## src/verilog/pipe_config.svh

```systemverilog
`ifndef PIPE_CONFIG_SVH
`define PIPE_CONFIG_SVH

// Datapath width in bits
`define PIPE_XLEN 16

// Architectural registers, register 0 reads as zero
`define PIPE_NREGS 16

// Words of data memory inside the core
`define PIPE_DMEM_DEPTH 16

// Tracker slots, one per stage that can hold an instruction
`define PIPE_MAX_INSTR 5

`endif

```

## src/verilog/pipe_pkg.sv

```systemverilog
package pipe_pkg;

    // Instruction word layout
    //   [15:12] opcode
    //   [11:8]  rd
    //   [7:4]   rs1
    //   [3:0]   rs2, or zero-extended immediate for ADDI, LD and ST
    localparam int INSTR_W = 16;
    localparam int OPC_W   = 4;
    localparam int REG_W   = 4;
    localparam int IMM_W   = 4;

    localparam int OPC_LSB = 12;
    localparam int RD_LSB  = 8;
    localparam int RS1_LSB = 4;
    localparam int RS2_LSB = 0;

    localparam int PC_W  = 8;
    // Latency and stall counters in the retire report
    localparam int CNT_W = 8;

    typedef enum logic [OPC_W-1:0] {
        NOP  = 4'd0,
        ADD  = 4'd1,
        SUB  = 4'd2,
        ADDI = 4'd3,
        LD   = 4'd4,
        ST   = 4'd5
    } opcode_t;

    typedef enum logic [2:0] {FETCH, DECODE, EXECUTE, MEMORY, WRITEBACK, EMPTY} stage_t;

endpackage

```

## src/verilog/stage_if.sv

```systemverilog
`timescale 1ns/100ps

interface stage_if;
    import pipe_pkg::*;

    // First cycle an instruction sits at the fetch pc
    logic               fetch_fire;
    logic [PC_W-1:0]    fetch_pc;
    logic [INSTR_W-1:0] fetch_instr;
    // Fetch and decode hold while high
    logic               stall;
    // Instruction in writeback completes this cycle
    logic               wb_fire;

    modport core (
        output fetch_fire, fetch_pc, fetch_instr, stall, wb_fire
    );

    modport tracker (
        input fetch_fire, fetch_pc, fetch_instr, stall, wb_fire
    );

endinterface

```

## src/verilog/hazard_unit.sv

```systemverilog
`timescale 1ns/100ps
`include "pipe_config.svh"

module hazard_unit (
    input  logic                         clk,
    input  logic                         rst,
    input  logic [pipe_pkg::INSTR_W-1:0] dec_instr,
    input  logic [pipe_pkg::REG_W-1:0]   ex_rd,
    input  logic [pipe_pkg::REG_W-1:0]   mem_rd,
    input  logic                         ex_wr,
    input  logic                         mem_wr,
    output logic                         stall
);
    import pipe_pkg::*;

    opcode_t               op;
    logic [REG_W-1:0]      rd;
    logic [REG_W-1:0]      rs1;
    logic [REG_W-1:0]      rs2;
    // One bit per register: read by decode, pending in execute or memory
    logic [`PIPE_NREGS-1:0] read_mask;
    logic [`PIPE_NREGS-1:0] busy_mask;

    assign op  = opcode_t'(dec_instr[OPC_LSB +: OPC_W]);
    assign rd  = dec_instr[RD_LSB +: REG_W];
    assign rs1 = dec_instr[RS1_LSB +: REG_W];
    assign rs2 = dec_instr[RS2_LSB +: REG_W];

    always_comb begin
        read_mask = '0;
        busy_mask = '0;
        case (op)
            ADD, SUB: begin
                read_mask[rs1] = 1'b1;
                read_mask[rs2] = 1'b1;
            end
            ADDI, LD: read_mask[rs1] = 1'b1;
            // Store data comes from rd
            ST: begin
                read_mask[rd]  = 1'b1;
                read_mask[rs1] = 1'b1;
            end
            default: read_mask = '0;
        endcase
        if (ex_wr) begin
            busy_mask[ex_rd] = 1'b1;
        end
        if (mem_wr) begin
            busy_mask[mem_rd] = 1'b1;
        end
        busy_mask[0] = 1'b0;
    end

    assign stall = |(read_mask & busy_mask);

    // Worst case is a producer one ahead, gone from memory after two cycles
    a_stall_max_two: assert property (@(posedge clk) disable iff (rst)
        stall && $past(stall) |=> !stall)
        else $error("stall held longer than two cycles");

endmodule

```

## src/verilog/pipe_core.sv

```systemverilog
`timescale 1ns/100ps
`include "pipe_config.svh"

module pipe_core (
    input  logic                         clk,
    input  logic                         rst,
    output logic [pipe_pkg::PC_W-1:0]    pc,
    input  logic [pipe_pkg::INSTR_W-1:0] instr,
    output logic                         wb_valid,
    output logic [pipe_pkg::REG_W-1:0]   wb_rd,
    output logic [`PIPE_XLEN-1:0]        wb_data,
    stage_if.core                        ev
);
    import pipe_pkg::*;

    localparam int DADDR_W = $clog2(`PIPE_DMEM_DEPTH);

    logic run;
    logic fetch_held;
    logic stall;

    logic [`PIPE_XLEN-1:0] regs [`PIPE_NREGS];
    logic [`PIPE_XLEN-1:0] dmem [`PIPE_DMEM_DEPTH];

    // IF/ID
    logic               ifid_valid;
    logic [INSTR_W-1:0] ifid_instr;

    // Decode
    opcode_t               dec_op;
    logic [REG_W-1:0]      dec_rd;
    logic [REG_W-1:0]      dec_rs1;
    logic [REG_W-1:0]      dec_rs2;
    logic                  dec_wr;
    logic [`PIPE_XLEN-1:0] rs1_val;
    logic [`PIPE_XLEN-1:0] rs2_val;
    logic [`PIPE_XLEN-1:0] rd_val;
    logic [`PIPE_XLEN-1:0] imm_ext;
    logic [`PIPE_XLEN-1:0] dec_b;
    logic [INSTR_W-1:0]    hz_instr;

    // ID/EX
    logic                  idex_valid;
    logic                  idex_wr;
    opcode_t               idex_op;
    logic [REG_W-1:0]      idex_rd;
    logic [`PIPE_XLEN-1:0] idex_a;
    logic [`PIPE_XLEN-1:0] idex_b;
    logic [`PIPE_XLEN-1:0] idex_st;
    logic [`PIPE_XLEN-1:0] ex_res;

    // EX/MEM
    logic                  exmem_valid;
    logic                  exmem_wr;
    opcode_t               exmem_op;
    logic [REG_W-1:0]      exmem_rd;
    logic [`PIPE_XLEN-1:0] exmem_res;
    logic [`PIPE_XLEN-1:0] exmem_st;
    logic [DADDR_W-1:0]    mem_addr;
    logic [`PIPE_XLEN-1:0] mem_res;

    // MEM/WB
    logic                  memwb_valid;
    logic                  memwb_wr;
    logic [REG_W-1:0]      memwb_rd;
    logic [`PIPE_XLEN-1:0] memwb_data;

    // Register read with writeback passed through in the same cycle
    function automatic logic [`PIPE_XLEN-1:0] read_reg(input logic [REG_W-1:0] idx);
        if (idx == '0) begin
            return '0;
        end
        if (wb_valid && wb_rd == idx) begin
            return wb_data;
        end
        return regs[idx];
    endfunction

    assign dec_op  = opcode_t'(ifid_instr[OPC_LSB +: OPC_W]);
    assign dec_rd  = ifid_instr[RD_LSB +: REG_W];
    assign dec_rs1 = ifid_instr[RS1_LSB +: REG_W];
    assign dec_rs2 = ifid_instr[RS2_LSB +: REG_W];
    assign imm_ext = {{(`PIPE_XLEN-IMM_W){1'b0}}, ifid_instr[RS2_LSB +: IMM_W]};
    assign dec_b   = (dec_op == ADD || dec_op == SUB) ? rs2_val : imm_ext;
    assign dec_wr  = (dec_op inside {ADD, SUB, ADDI, LD}) && dec_rd != '0;
    // An empty decode slot looks like a NOP
    assign hz_instr = ifid_valid ? ifid_instr : '0;

    always_comb begin
        rs1_val = read_reg(dec_rs1);
        rs2_val = read_reg(dec_rs2);
        rd_val  = read_reg(dec_rd);
    end

    hazard_unit hz0 (
        .clk      (clk),
        .rst      (rst),
        .dec_instr(hz_instr),
        .ex_rd    (idex_rd),
        .mem_rd   (exmem_rd),
        .ex_wr    (idex_valid && idex_wr),
        .mem_wr   (exmem_valid && exmem_wr),
        .stall    (stall)
    );

    assign ex_res   = (idex_op == SUB) ? idex_a - idex_b : idex_a + idex_b;
    assign mem_addr = exmem_res[DADDR_W-1:0];
    assign mem_res  = (exmem_op == LD) ? dmem[mem_addr] : exmem_res;

    always_ff @(posedge clk or posedge rst) begin
        if (rst) begin
            run         <= 1'b0;
            fetch_held  <= 1'b0;
            pc          <= '0;
            ifid_valid  <= 1'b0;
            idex_valid  <= 1'b0;
            exmem_valid <= 1'b0;
            memwb_valid <= 1'b0;
        end else begin
            run        <= 1'b1;
            fetch_held <= stall;
            if (run && !stall) begin
                pc <= pc + 1'b1;
            end
            if (!stall) begin
                ifid_valid <= run;
            end
            // Bubble into execute while decode is held
            idex_valid  <= ifid_valid && !stall;
            exmem_valid <= idex_valid;
            memwb_valid <= exmem_valid;
        end
    end

    always_ff @(posedge clk) begin
        if (!stall) begin
            ifid_instr <= instr;
        end
        idex_op    <= dec_op;
        idex_rd    <= dec_rd;
        idex_wr    <= dec_wr;
        idex_a     <= rs1_val;
        idex_b     <= dec_b;
        idex_st    <= rd_val;
        exmem_op   <= idex_op;
        exmem_rd   <= idex_rd;
        exmem_wr   <= idex_wr;
        exmem_res  <= ex_res;
        exmem_st   <= idex_st;
        memwb_rd   <= exmem_rd;
        memwb_wr   <= exmem_wr;
        memwb_data <= mem_res;
    end

    always_ff @(posedge clk or posedge rst) begin
        if (rst) begin
            for (int i = 0; i < `PIPE_NREGS; i++) begin
                regs[i] <= '0;
            end
        end else if (wb_valid) begin
            regs[wb_rd] <= wb_data;
        end
    end

    always_ff @(posedge clk or posedge rst) begin
        if (rst) begin
            for (int i = 0; i < `PIPE_DMEM_DEPTH; i++) begin
                dmem[i] <= '0;
            end
        end else if (exmem_valid && exmem_op == ST) begin
            dmem[mem_addr] <= exmem_st;
        end
    end

    assign wb_valid = memwb_valid && memwb_wr;
    assign wb_rd    = memwb_rd;
    assign wb_data  = memwb_data;

    assign ev.fetch_fire  = run && !fetch_held;
    assign ev.fetch_pc    = pc;
    assign ev.fetch_instr = instr;
    assign ev.stall       = stall;
    assign ev.wb_fire     = memwb_valid;

    // Decode drops rd 0 three stages earlier
    a_wb_no_r0: assert property (@(posedge clk) disable iff (rst)
        wb_valid |-> wb_rd != '0)
        else $error("writeback to register 0");

endmodule

```

## src/verilog/pipeline_tracker.sv

```systemverilog
`timescale 1ns/100ps
`include "pipe_config.svh"

module pipeline_tracker (
    input  logic                         clk,
    input  logic                         rst,
    stage_if.tracker                     ev,
    output logic                         retire_valid,
    output logic [pipe_pkg::PC_W-1:0]    retire_pc,
    output logic [pipe_pkg::INSTR_W-1:0] retire_instr,
    output logic [pipe_pkg::CNT_W-1:0]   retire_latency,
    output logic [pipe_pkg::CNT_W-1:0]   retire_stalls
);
    import pipe_pkg::*;

    localparam int SLOT_W = $clog2(`PIPE_MAX_INSTR);

    stage_t             slot_stage  [`PIPE_MAX_INSTR];
    logic [PC_W-1:0]    slot_pc     [`PIPE_MAX_INSTR];
    logic [INSTR_W-1:0] slot_instr  [`PIPE_MAX_INSTR];
    logic [CNT_W-1:0]   slot_stamp  [`PIPE_MAX_INSTR];
    logic [CNT_W-1:0]   slot_stalls [`PIPE_MAX_INSTR];

    logic [CNT_W-1:0]  cycle_cnt;
    logic              free_found;
    logic [SLOT_W-1:0] free_idx;
    logic              wb_found;
    logic [SLOT_W-1:0] wb_idx;

    function automatic stage_t next_stage(input stage_t cur, input logic hold,
                                          input logic retire);
        case (cur)
            FETCH:     return hold ? FETCH : DECODE;
            DECODE:    return hold ? DECODE : EXECUTE;
            EXECUTE:   return MEMORY;
            MEMORY:    return WRITEBACK;
            WRITEBACK: return retire ? EMPTY : WRITEBACK;
            default:   return EMPTY;
        endcase
    endfunction

    // Lowest free slot, and the one slot in writeback
    always_comb begin
        free_found = 1'b0;
        free_idx   = '0;
        wb_found   = 1'b0;
        wb_idx     = '0;
        for (int i = `PIPE_MAX_INSTR - 1; i >= 0; i--) begin
            if (slot_stage[i] == EMPTY) begin
                free_found = 1'b1;
                free_idx   = SLOT_W'(i);
            end
            if (slot_stage[i] == WRITEBACK) begin
                wb_found = 1'b1;
                wb_idx   = SLOT_W'(i);
            end
        end
    end

    always_ff @(posedge clk or posedge rst) begin
        if (rst) begin
            cycle_cnt    <= '0;
            retire_valid <= 1'b0;
            for (int i = 0; i < `PIPE_MAX_INSTR; i++) begin
                slot_stage[i] <= EMPTY;
            end
        end else begin
            cycle_cnt    <= cycle_cnt + 1'b1;
            retire_valid <= ev.wb_fire;
            for (int i = 0; i < `PIPE_MAX_INSTR; i++) begin
                slot_stage[i] <= next_stage(slot_stage[i], ev.stall, ev.wb_fire);
            end
            // New entry starts in FETCH and follows the FETCH rule this same cycle
            if (ev.fetch_fire && free_found) begin
                slot_stage[free_idx] <= next_stage(FETCH, ev.stall, 1'b0);
            end
        end
    end

    always_ff @(posedge clk) begin
        for (int i = 0; i < `PIPE_MAX_INSTR; i++) begin
            if ((slot_stage[i] == FETCH || slot_stage[i] == DECODE) && ev.stall) begin
                slot_stalls[i] <= slot_stalls[i] + 1'b1;
            end
        end
        if (ev.fetch_fire && free_found) begin
            slot_pc[free_idx]     <= ev.fetch_pc;
            slot_instr[free_idx]  <= ev.fetch_instr;
            slot_stamp[free_idx]  <= cycle_cnt;
            slot_stalls[free_idx] <= CNT_W'(ev.stall);
        end
        if (ev.wb_fire) begin
            retire_pc      <= slot_pc[wb_idx];
            retire_instr   <= slot_instr[wb_idx];
            retire_latency <= cycle_cnt - slot_stamp[wb_idx];
            retire_stalls  <= slot_stalls[wb_idx];
        end
    end

    a_wb_has_slot: assert property (@(posedge clk) disable iff (rst)
        ev.wb_fire |-> wb_found)
        else $error("wb_fire with no slot in writeback");

    a_fetch_has_room: assert property (@(posedge clk) disable iff (rst)
        ev.fetch_fire |-> free_found)
        else $error("fetch_fire with tracker table full");

endmodule

```

## src/verilog/pipe_top.sv

```systemverilog
`timescale 1ns/100ps
`include "pipe_config.svh"

module pipe_top (
    input  logic                         clk,
    input  logic                         rst,
    output logic [pipe_pkg::PC_W-1:0]    pc,
    input  logic [pipe_pkg::INSTR_W-1:0] instr,
    output logic                         wb_valid,
    output logic [pipe_pkg::REG_W-1:0]   wb_rd,
    output logic [`PIPE_XLEN-1:0]        wb_data,
    output logic                         retire_valid,
    output logic [pipe_pkg::PC_W-1:0]    retire_pc,
    output logic [pipe_pkg::INSTR_W-1:0] retire_instr,
    output logic [pipe_pkg::CNT_W-1:0]   retire_latency,
    output logic [pipe_pkg::CNT_W-1:0]   retire_stalls
);

    stage_if ev0 ();

    pipe_core core0 (
        .clk     (clk),
        .rst     (rst),
        .pc      (pc),
        .instr   (instr),
        .wb_valid(wb_valid),
        .wb_rd   (wb_rd),
        .wb_data (wb_data),
        .ev      (ev0)
    );

    pipeline_tracker trk0 (
        .clk           (clk),
        .rst           (rst),
        .ev            (ev0),
        .retire_valid  (retire_valid),
        .retire_pc     (retire_pc),
        .retire_instr  (retire_instr),
        .retire_latency(retire_latency),
        .retire_stalls (retire_stalls)
    );

endmodule

```

## config.mk

```make
export PLATFORM = sky130hd
export DESIGN_NAME = pipe_top
export DESIGN_NICKNAME = d
export VERILOG_FILES = /design/src/verilog/pipe_pkg.sv /design/src/verilog/stage_if.sv /design/src/verilog/hazard_unit.sv /design/src/verilog/pipe_core.sv /design/src/verilog/pipeline_tracker.sv /design/src/verilog/pipe_top.sv
export VERILOG_INCLUDE_DIRS = /design/src /design/src/verilog
export SDC_FILE = /design/constraint.sdc
export NUM_CORES = 2
export LEC_CHECK = 0
export ABC_AREA = 1
export BUFFER_PORTS_ARGS = -buffer_cell sky130_fd_sc_hd__buf_2
export CORE_ASPECT_RATIO = 0.9
export CORE_MARGIN = 2
export CORE_UTILIZATION = 65
export DETAILED_ROUTE_END_ITERATION = 6
export PLACE_DENSITY = 0.82
export SYNTH_ARGS = -nofsm -noshare
export SYNTH_HDL_FRONTEND = slang
export SYNTH_HIERARCHICAL = 1
export SYNTH_SLANG_ARGS = --single-unit
```

## constraint.sdc

```tcl
create_clock -name clk -period 24.9 [get_ports clk]
set_clock_uncertainty 0.2 [all_clocks]
set_input_delay 2.49 -clock clk [delete_from_list [all_inputs] [get_ports clk]]
set_output_delay 2.49 -clock clk [all_outputs]
set_load 0.01 [all_outputs]
```

# After elaboration in Yosys (flattened, before gate mapping)
# Memory sizes are Yosys's and may differ from the RTL's. A register that Yosys moved wholly into a read port is not among the register bits.
# Index checks and enable logic that the tools add are counted.
[op_classes]
add_sub_neg = 10
order_cmp = 19
n_eq_ne = 40
n_mux = 96
bitwise_logic = 10
n_reduce_logical = 46
[op_table]
columns = ["operator", "count"]
rows = [
  ["bitwise mux 256 bit", 2],
  ["two-way mux 16 bit", 27],
  ["binary-select mux 16 bit (select 4 bit)", 4],
  ["demux 16 bit (select 4 bit)", 2],
  ["case mux 3 bit (5 select lines)", 5],
  ["adder 8 x 1 -> 8 bit, second input constant", 7],
  ["OR 16 bit", 3],
  ["case mux 16 bit (3 select lines)", 1],
  ["two-way mux 3 bit", 12],
  ["two-way mux 1 bit", 33],
  ["== test 3 x 2 -> 1 bit, second input constant", 10],
  ["== test 3 bit, second input constant", 10],
  [">= comparator 5 bit, second input constant", 5],
  ["logical AND 1 bit", 25],
  ["< comparator 4 x 5 -> 1 bit, second input constant", 5],
  ["inverter 4 -> 5 bit", 5],
  ["demux 1 bit (select 4 bit)", 5],
  ["== test 4 x 2 -> 1 bit, second input constant", 5],
  ["== test 4 x 3 -> 1 bit, second input constant", 5],
  [">= comparator 4 x 1 -> 1 bit, second input constant", 5],
  ["adder 16 bit", 1],
  ["bitwise AND 16 bit", 1],
  ["OR reduction 16 bit", 1],
  ["subtractor 16 bit", 1],
  ["other kinds (19)", 41],
]
[totals]
regBits = 693
ramBits = 200
out_inout_bits = 70
elab_cells = 288
memories = 4
[memory_table]
columns = ["memory", "words", "width", "read_ports", "rd_clocked_by_memory_dff", "write_ports", "line_no", "source"]
rows = [
  ["trk0.slot_instr", 5, 16, 1, 1, 1, "pipeline_tracker.sv:20", "logic [INSTR_W-1:0] slot_instr [`PIPE_MAX_INSTR];"],
  ["trk0.slot_pc", 5, 8, 1, 1, 1, "pipeline_tracker.sv:19", "logic [PC_W-1:0] slot_pc [`PIPE_MAX_INSTR];"],
  ["trk0.slot_stalls", 5, 8, 6, 1, 6, "pipeline_tracker.sv:22", "logic [CNT_W-1:0] slot_stalls [`PIPE_MAX_INSTR];"],
  ["trk0.slot_stamp", 5, 8, 1, 0, 1, "pipeline_tracker.sv:21", "logic [CNT_W-1:0] slot_stamp [`PIPE_MAX_INSTR];"],
]

# Longest topological paths before layout
[depth]
word_depth = 13
mapped_depth = 24
depth_no_buf = 21

# Hierarchy
# Netlist, hierarchy kept.
[by_module_without_submodules]
columns = ["mod", "n_inst", "cells_per_inst", "area_per_inst_um2"]
rows = [
  ["pipe_core", 1, 4939, 34623.2],
  ["pipeline_tracker", 1, 962, 11115.7],
  ["hazard_unit", 1, 284, 1188.6],
]

# Least setup slack after synthesis
# No wires, ideal clock.
[synth_timing]
path_type = "register -> output"
start = "register core0.memwb_valid (netlist: core0/ev.wb_fire)"
end = "output wb_valid"
t_arrival_ns = 1.777
setup_slack_ns = 20.433
path_stages_with_launch = 3
path_buffers = 0
path_cell_list = "dfrtp_1 nand2_1 inv_1"
[synth_between]
elab_chain_len = 1
[synth_lines]
columns = ["item", "line_no", "source"]
rows = [
  ["start: declaration", "pipe_core.sv:63", "logic memwb_valid;"],
  ["start signal: assignment", "pipe_core.sv:131", "memwb_valid <= exmem_valid;"],
  ["logical AND 1 bit", "pipe_core.sv:175", "assign wb_valid = memwb_valid && memwb_wr;"],
  ["end: declaration", "pipe_top.sv:9", "output logic wb_valid,"],
]
# Every way passes these cells.

==> flow_summary.toml <==
[outcome]
status = "finished, violations left"
violations = "DRC"

[layout]
nets = 6084
fillCellCount = 5626
multi_input_area_um2 = 19700
register_area_um2 = 23500
layout.cells.non_filler = 7065
area_growth_pct = 7.22
drive_gt1_frac = 0.0640

[timing]
layout_min_cycle_time_ns = 5.15
final-setup-viol-count = 0
clock.fmax_mhz = 194
post-route-period-util = 0.207
hold_viol_final = 0
rsz0062_at_grt = "false"
fin_tns_setup_ns = 0
finalWorstSetupSlack_ns = 19.75
drv_slew = 0
tightest_slew_ns = 1.27
maxSlewHeadroom = 0.154

[worst_setup_path]
ff2ff_setup_slack_ns = 20.34
crit_fanout = 107
critPathKind = "input port to async pin"
worstRegToRegCells = 16
r2r-end = "trk0/retire_latency[6]"
required_ns = 25.43
crit_arrival_ns = 5.69
critPathCaptureType = "async pin"
r2r_start = "trk0/slot_stage[12]"
cp-start-kind = "input port"

[global_routing]
grt_max_degree = 186
gr-total-overflow = 0
antenna_found_initial = 5
grt_pass1_wl_mm = 219
track_usage = 0.377
grt_pass1_vias = 40100

[synth]
yosys_warnings = 6
ys.flop_type = "dfrtp_1"
syn_area_um2 = 46900
ys_ff_latch = 926
synth_fp_nets = 6235
seq_area_frac_synth = 0.501
avgSynthCellArea_um2 = 7.59
synth_cells = 6185
synth_edf_count = 222
synthArstFlopShare = 0.594
synth.distinct_cells = 58

[placement]
numPlacedInstances = 6890
gp_congestion = 0.921
port_buffers = 87
dp_hpwl_mm = 81.4
place_ws_ns = 18.88

[clock_tree]
cts_hold_buf = 0
post_cts_buffers = 0
cts_buffers = 92
clk_pin_slew_ns = 0.06
htreeDepth = 3
clk_latency_ns = 0.68
cts_tree = "done"
cts.path.max_buffers = 3
cts.repair.resized = 0
cts.sinks = 926
cts-root-buf = "clkbuf_16"

[pwr]
power_density_nw_per_um2 = 97.4
internal_power_mw = 3.10
p_total_mw = 4.90
netSwitchingPower_mw = 1.81
pwr-share-clk = 0.288
switching_share = 0.368
ir_drop_mv = 0.106
p_leak_nw = 23.6
seqPwrFrac = 0.429
pwr-share-comb = 0.283

[drt]
drt_iter0_drc = 6108
routed_wirelength_mm = 141
antenna_left = 0
drt_first_pass_iters = 7
via_count = 42800
routed_via_density = 6.06
wire_per_inst_um = 20.0
route.detailed.drc = 12

[floorplanning]
std_cell_rows = 93
start_util = 0.656
num_io_pins = 88
design.die.area_um2 = 74400
die_w_um = 287
die_h_um = 259
coreArea_um2 = 71600

[worst_hold_path]
min_path_type = "flip-flop to flip-flop"
worstHoldStart = "core0/idex_st[4]"
hold_path_depth = 0
hold_end = "core0/exmem_st[4]"

[flow_run]
max_cap_viol_count = 0
-- cell usage in the layout, fill, tap and decap left out, types with 68 or more instances in the layout --
cell | Yosys | routed
o21ai_0 | 669 | 669
a21oi_1 | 145 | 145
nor2_1 | 526 | 525
clkbuf_16 | 0 | 95
edfxtp_1 | 222 | 222
nand3_1 | 611 | 610
dfxtp_1 | 154 | 153
buf_4 | 34 | 68
buf_2 | 136 | 87
dfrtp_1 | 540 | 539
inv_1 | 464 | 460
nand2_1 | 2064 | 2062
-- sequential cells by signal, summed over array words and instances, names as in the netlist, 40 cells and up --
signal            cells
trk0/slot_stalls     41
core0/regs          256
trk0/slot_stamp      40
trk0/slot_instr      80
trk0/slot_pc         40
core0/dmem          256
-- cells by family after synthesis --
kind of cell    synth area share
other cells             0.000160
simple gates               0.289
compound gates             0.110
xor+xnor                  0.0116
flops                      0.501
fa+ha+maj                0.00885
buf+inv                   0.0792
-- power by group through the flow --
stage	clock, mW	combinational [mW]	sequential (mW)
6_report	1.41	1.39	2.10
5_1_grt	1.48	1.52	2.13
4_1_cts	1.42	1.36	2.09
3_5_place_dp	0	1.34	2.12
3_3_place_gp	0	1.30	2.11
2_1_floorplan	0	0.972	2.08
-- cells in the mapped netlist (all sizes together), types with 31 or more instances --
cell type	instances	area share
nand2	2073	0.17
o21ai	730	0.078
nand3	624	0.068
dfrtp	540	0.29
nor2	534	0.044
inv	485	0.039
edfxtp	222	0.14
buf	209	0.025
clkbuf	193	0.015
dfxtp	154	0.066
a21oi	147	0.016
xor2	48	0.0090
o211ai	46	0.0074
nand4	31	0.0043
-- worst max path at each step --
stage,endpoint,slack (ns),from,cells past startpoint
after global placement,core0/regs[156],18.89,rst,5
after global routing,core0/regs[42],19.19,rst,5
after CTS,core0/regs[42],19.59,rst,5
after detailed placement,core0/regs[136],18.88,rst,5
after floorplan,core0/dmem[0],7.51,rst,1
final,core0/regs[42],19.75,rst,5
-- cell type report --
class,instances,area share
timing repair buffer,157,0.0196
inverter,485,0.0365
clock inverter,38,0.00811
sequential,926,0.468
antenna,2,0.0000995
clock buffer,135,0.0530
multi-input combinational,4372,0.392
tap,950,0.0236
-- worst max-delay path: stages --
cell   delay, ns
buf_2       0.15
inv_8       0.53
buf_4       0.77
buf_4       0.93
buf_4       0.69
-- layer usage --
metal  GRT usage  vias to the layer above  wire length [um]
met1       0.519                    19800             54200
met3      0.0857                      557             18600
met2       0.569                     2873             61200
met4       0.182                        6              7310
li1            -                    19600                 -
met5           0                        -                32
-- stage by stage --
step | cell area (um2) | util | hold slack (ns)
global route | 50300 | 0.703 | 0.130
finish | 50300 | 0.703 | 0.119
detailed placement | 47200 | 0.660 | 0.112
floorplan | 46900 | - | 0.110
global placement | 47200 | 0.660 | 0.112
CTS | 50300 | 0.703 | 0.115
Note: power is estimated with default switching activity, not from simulation.
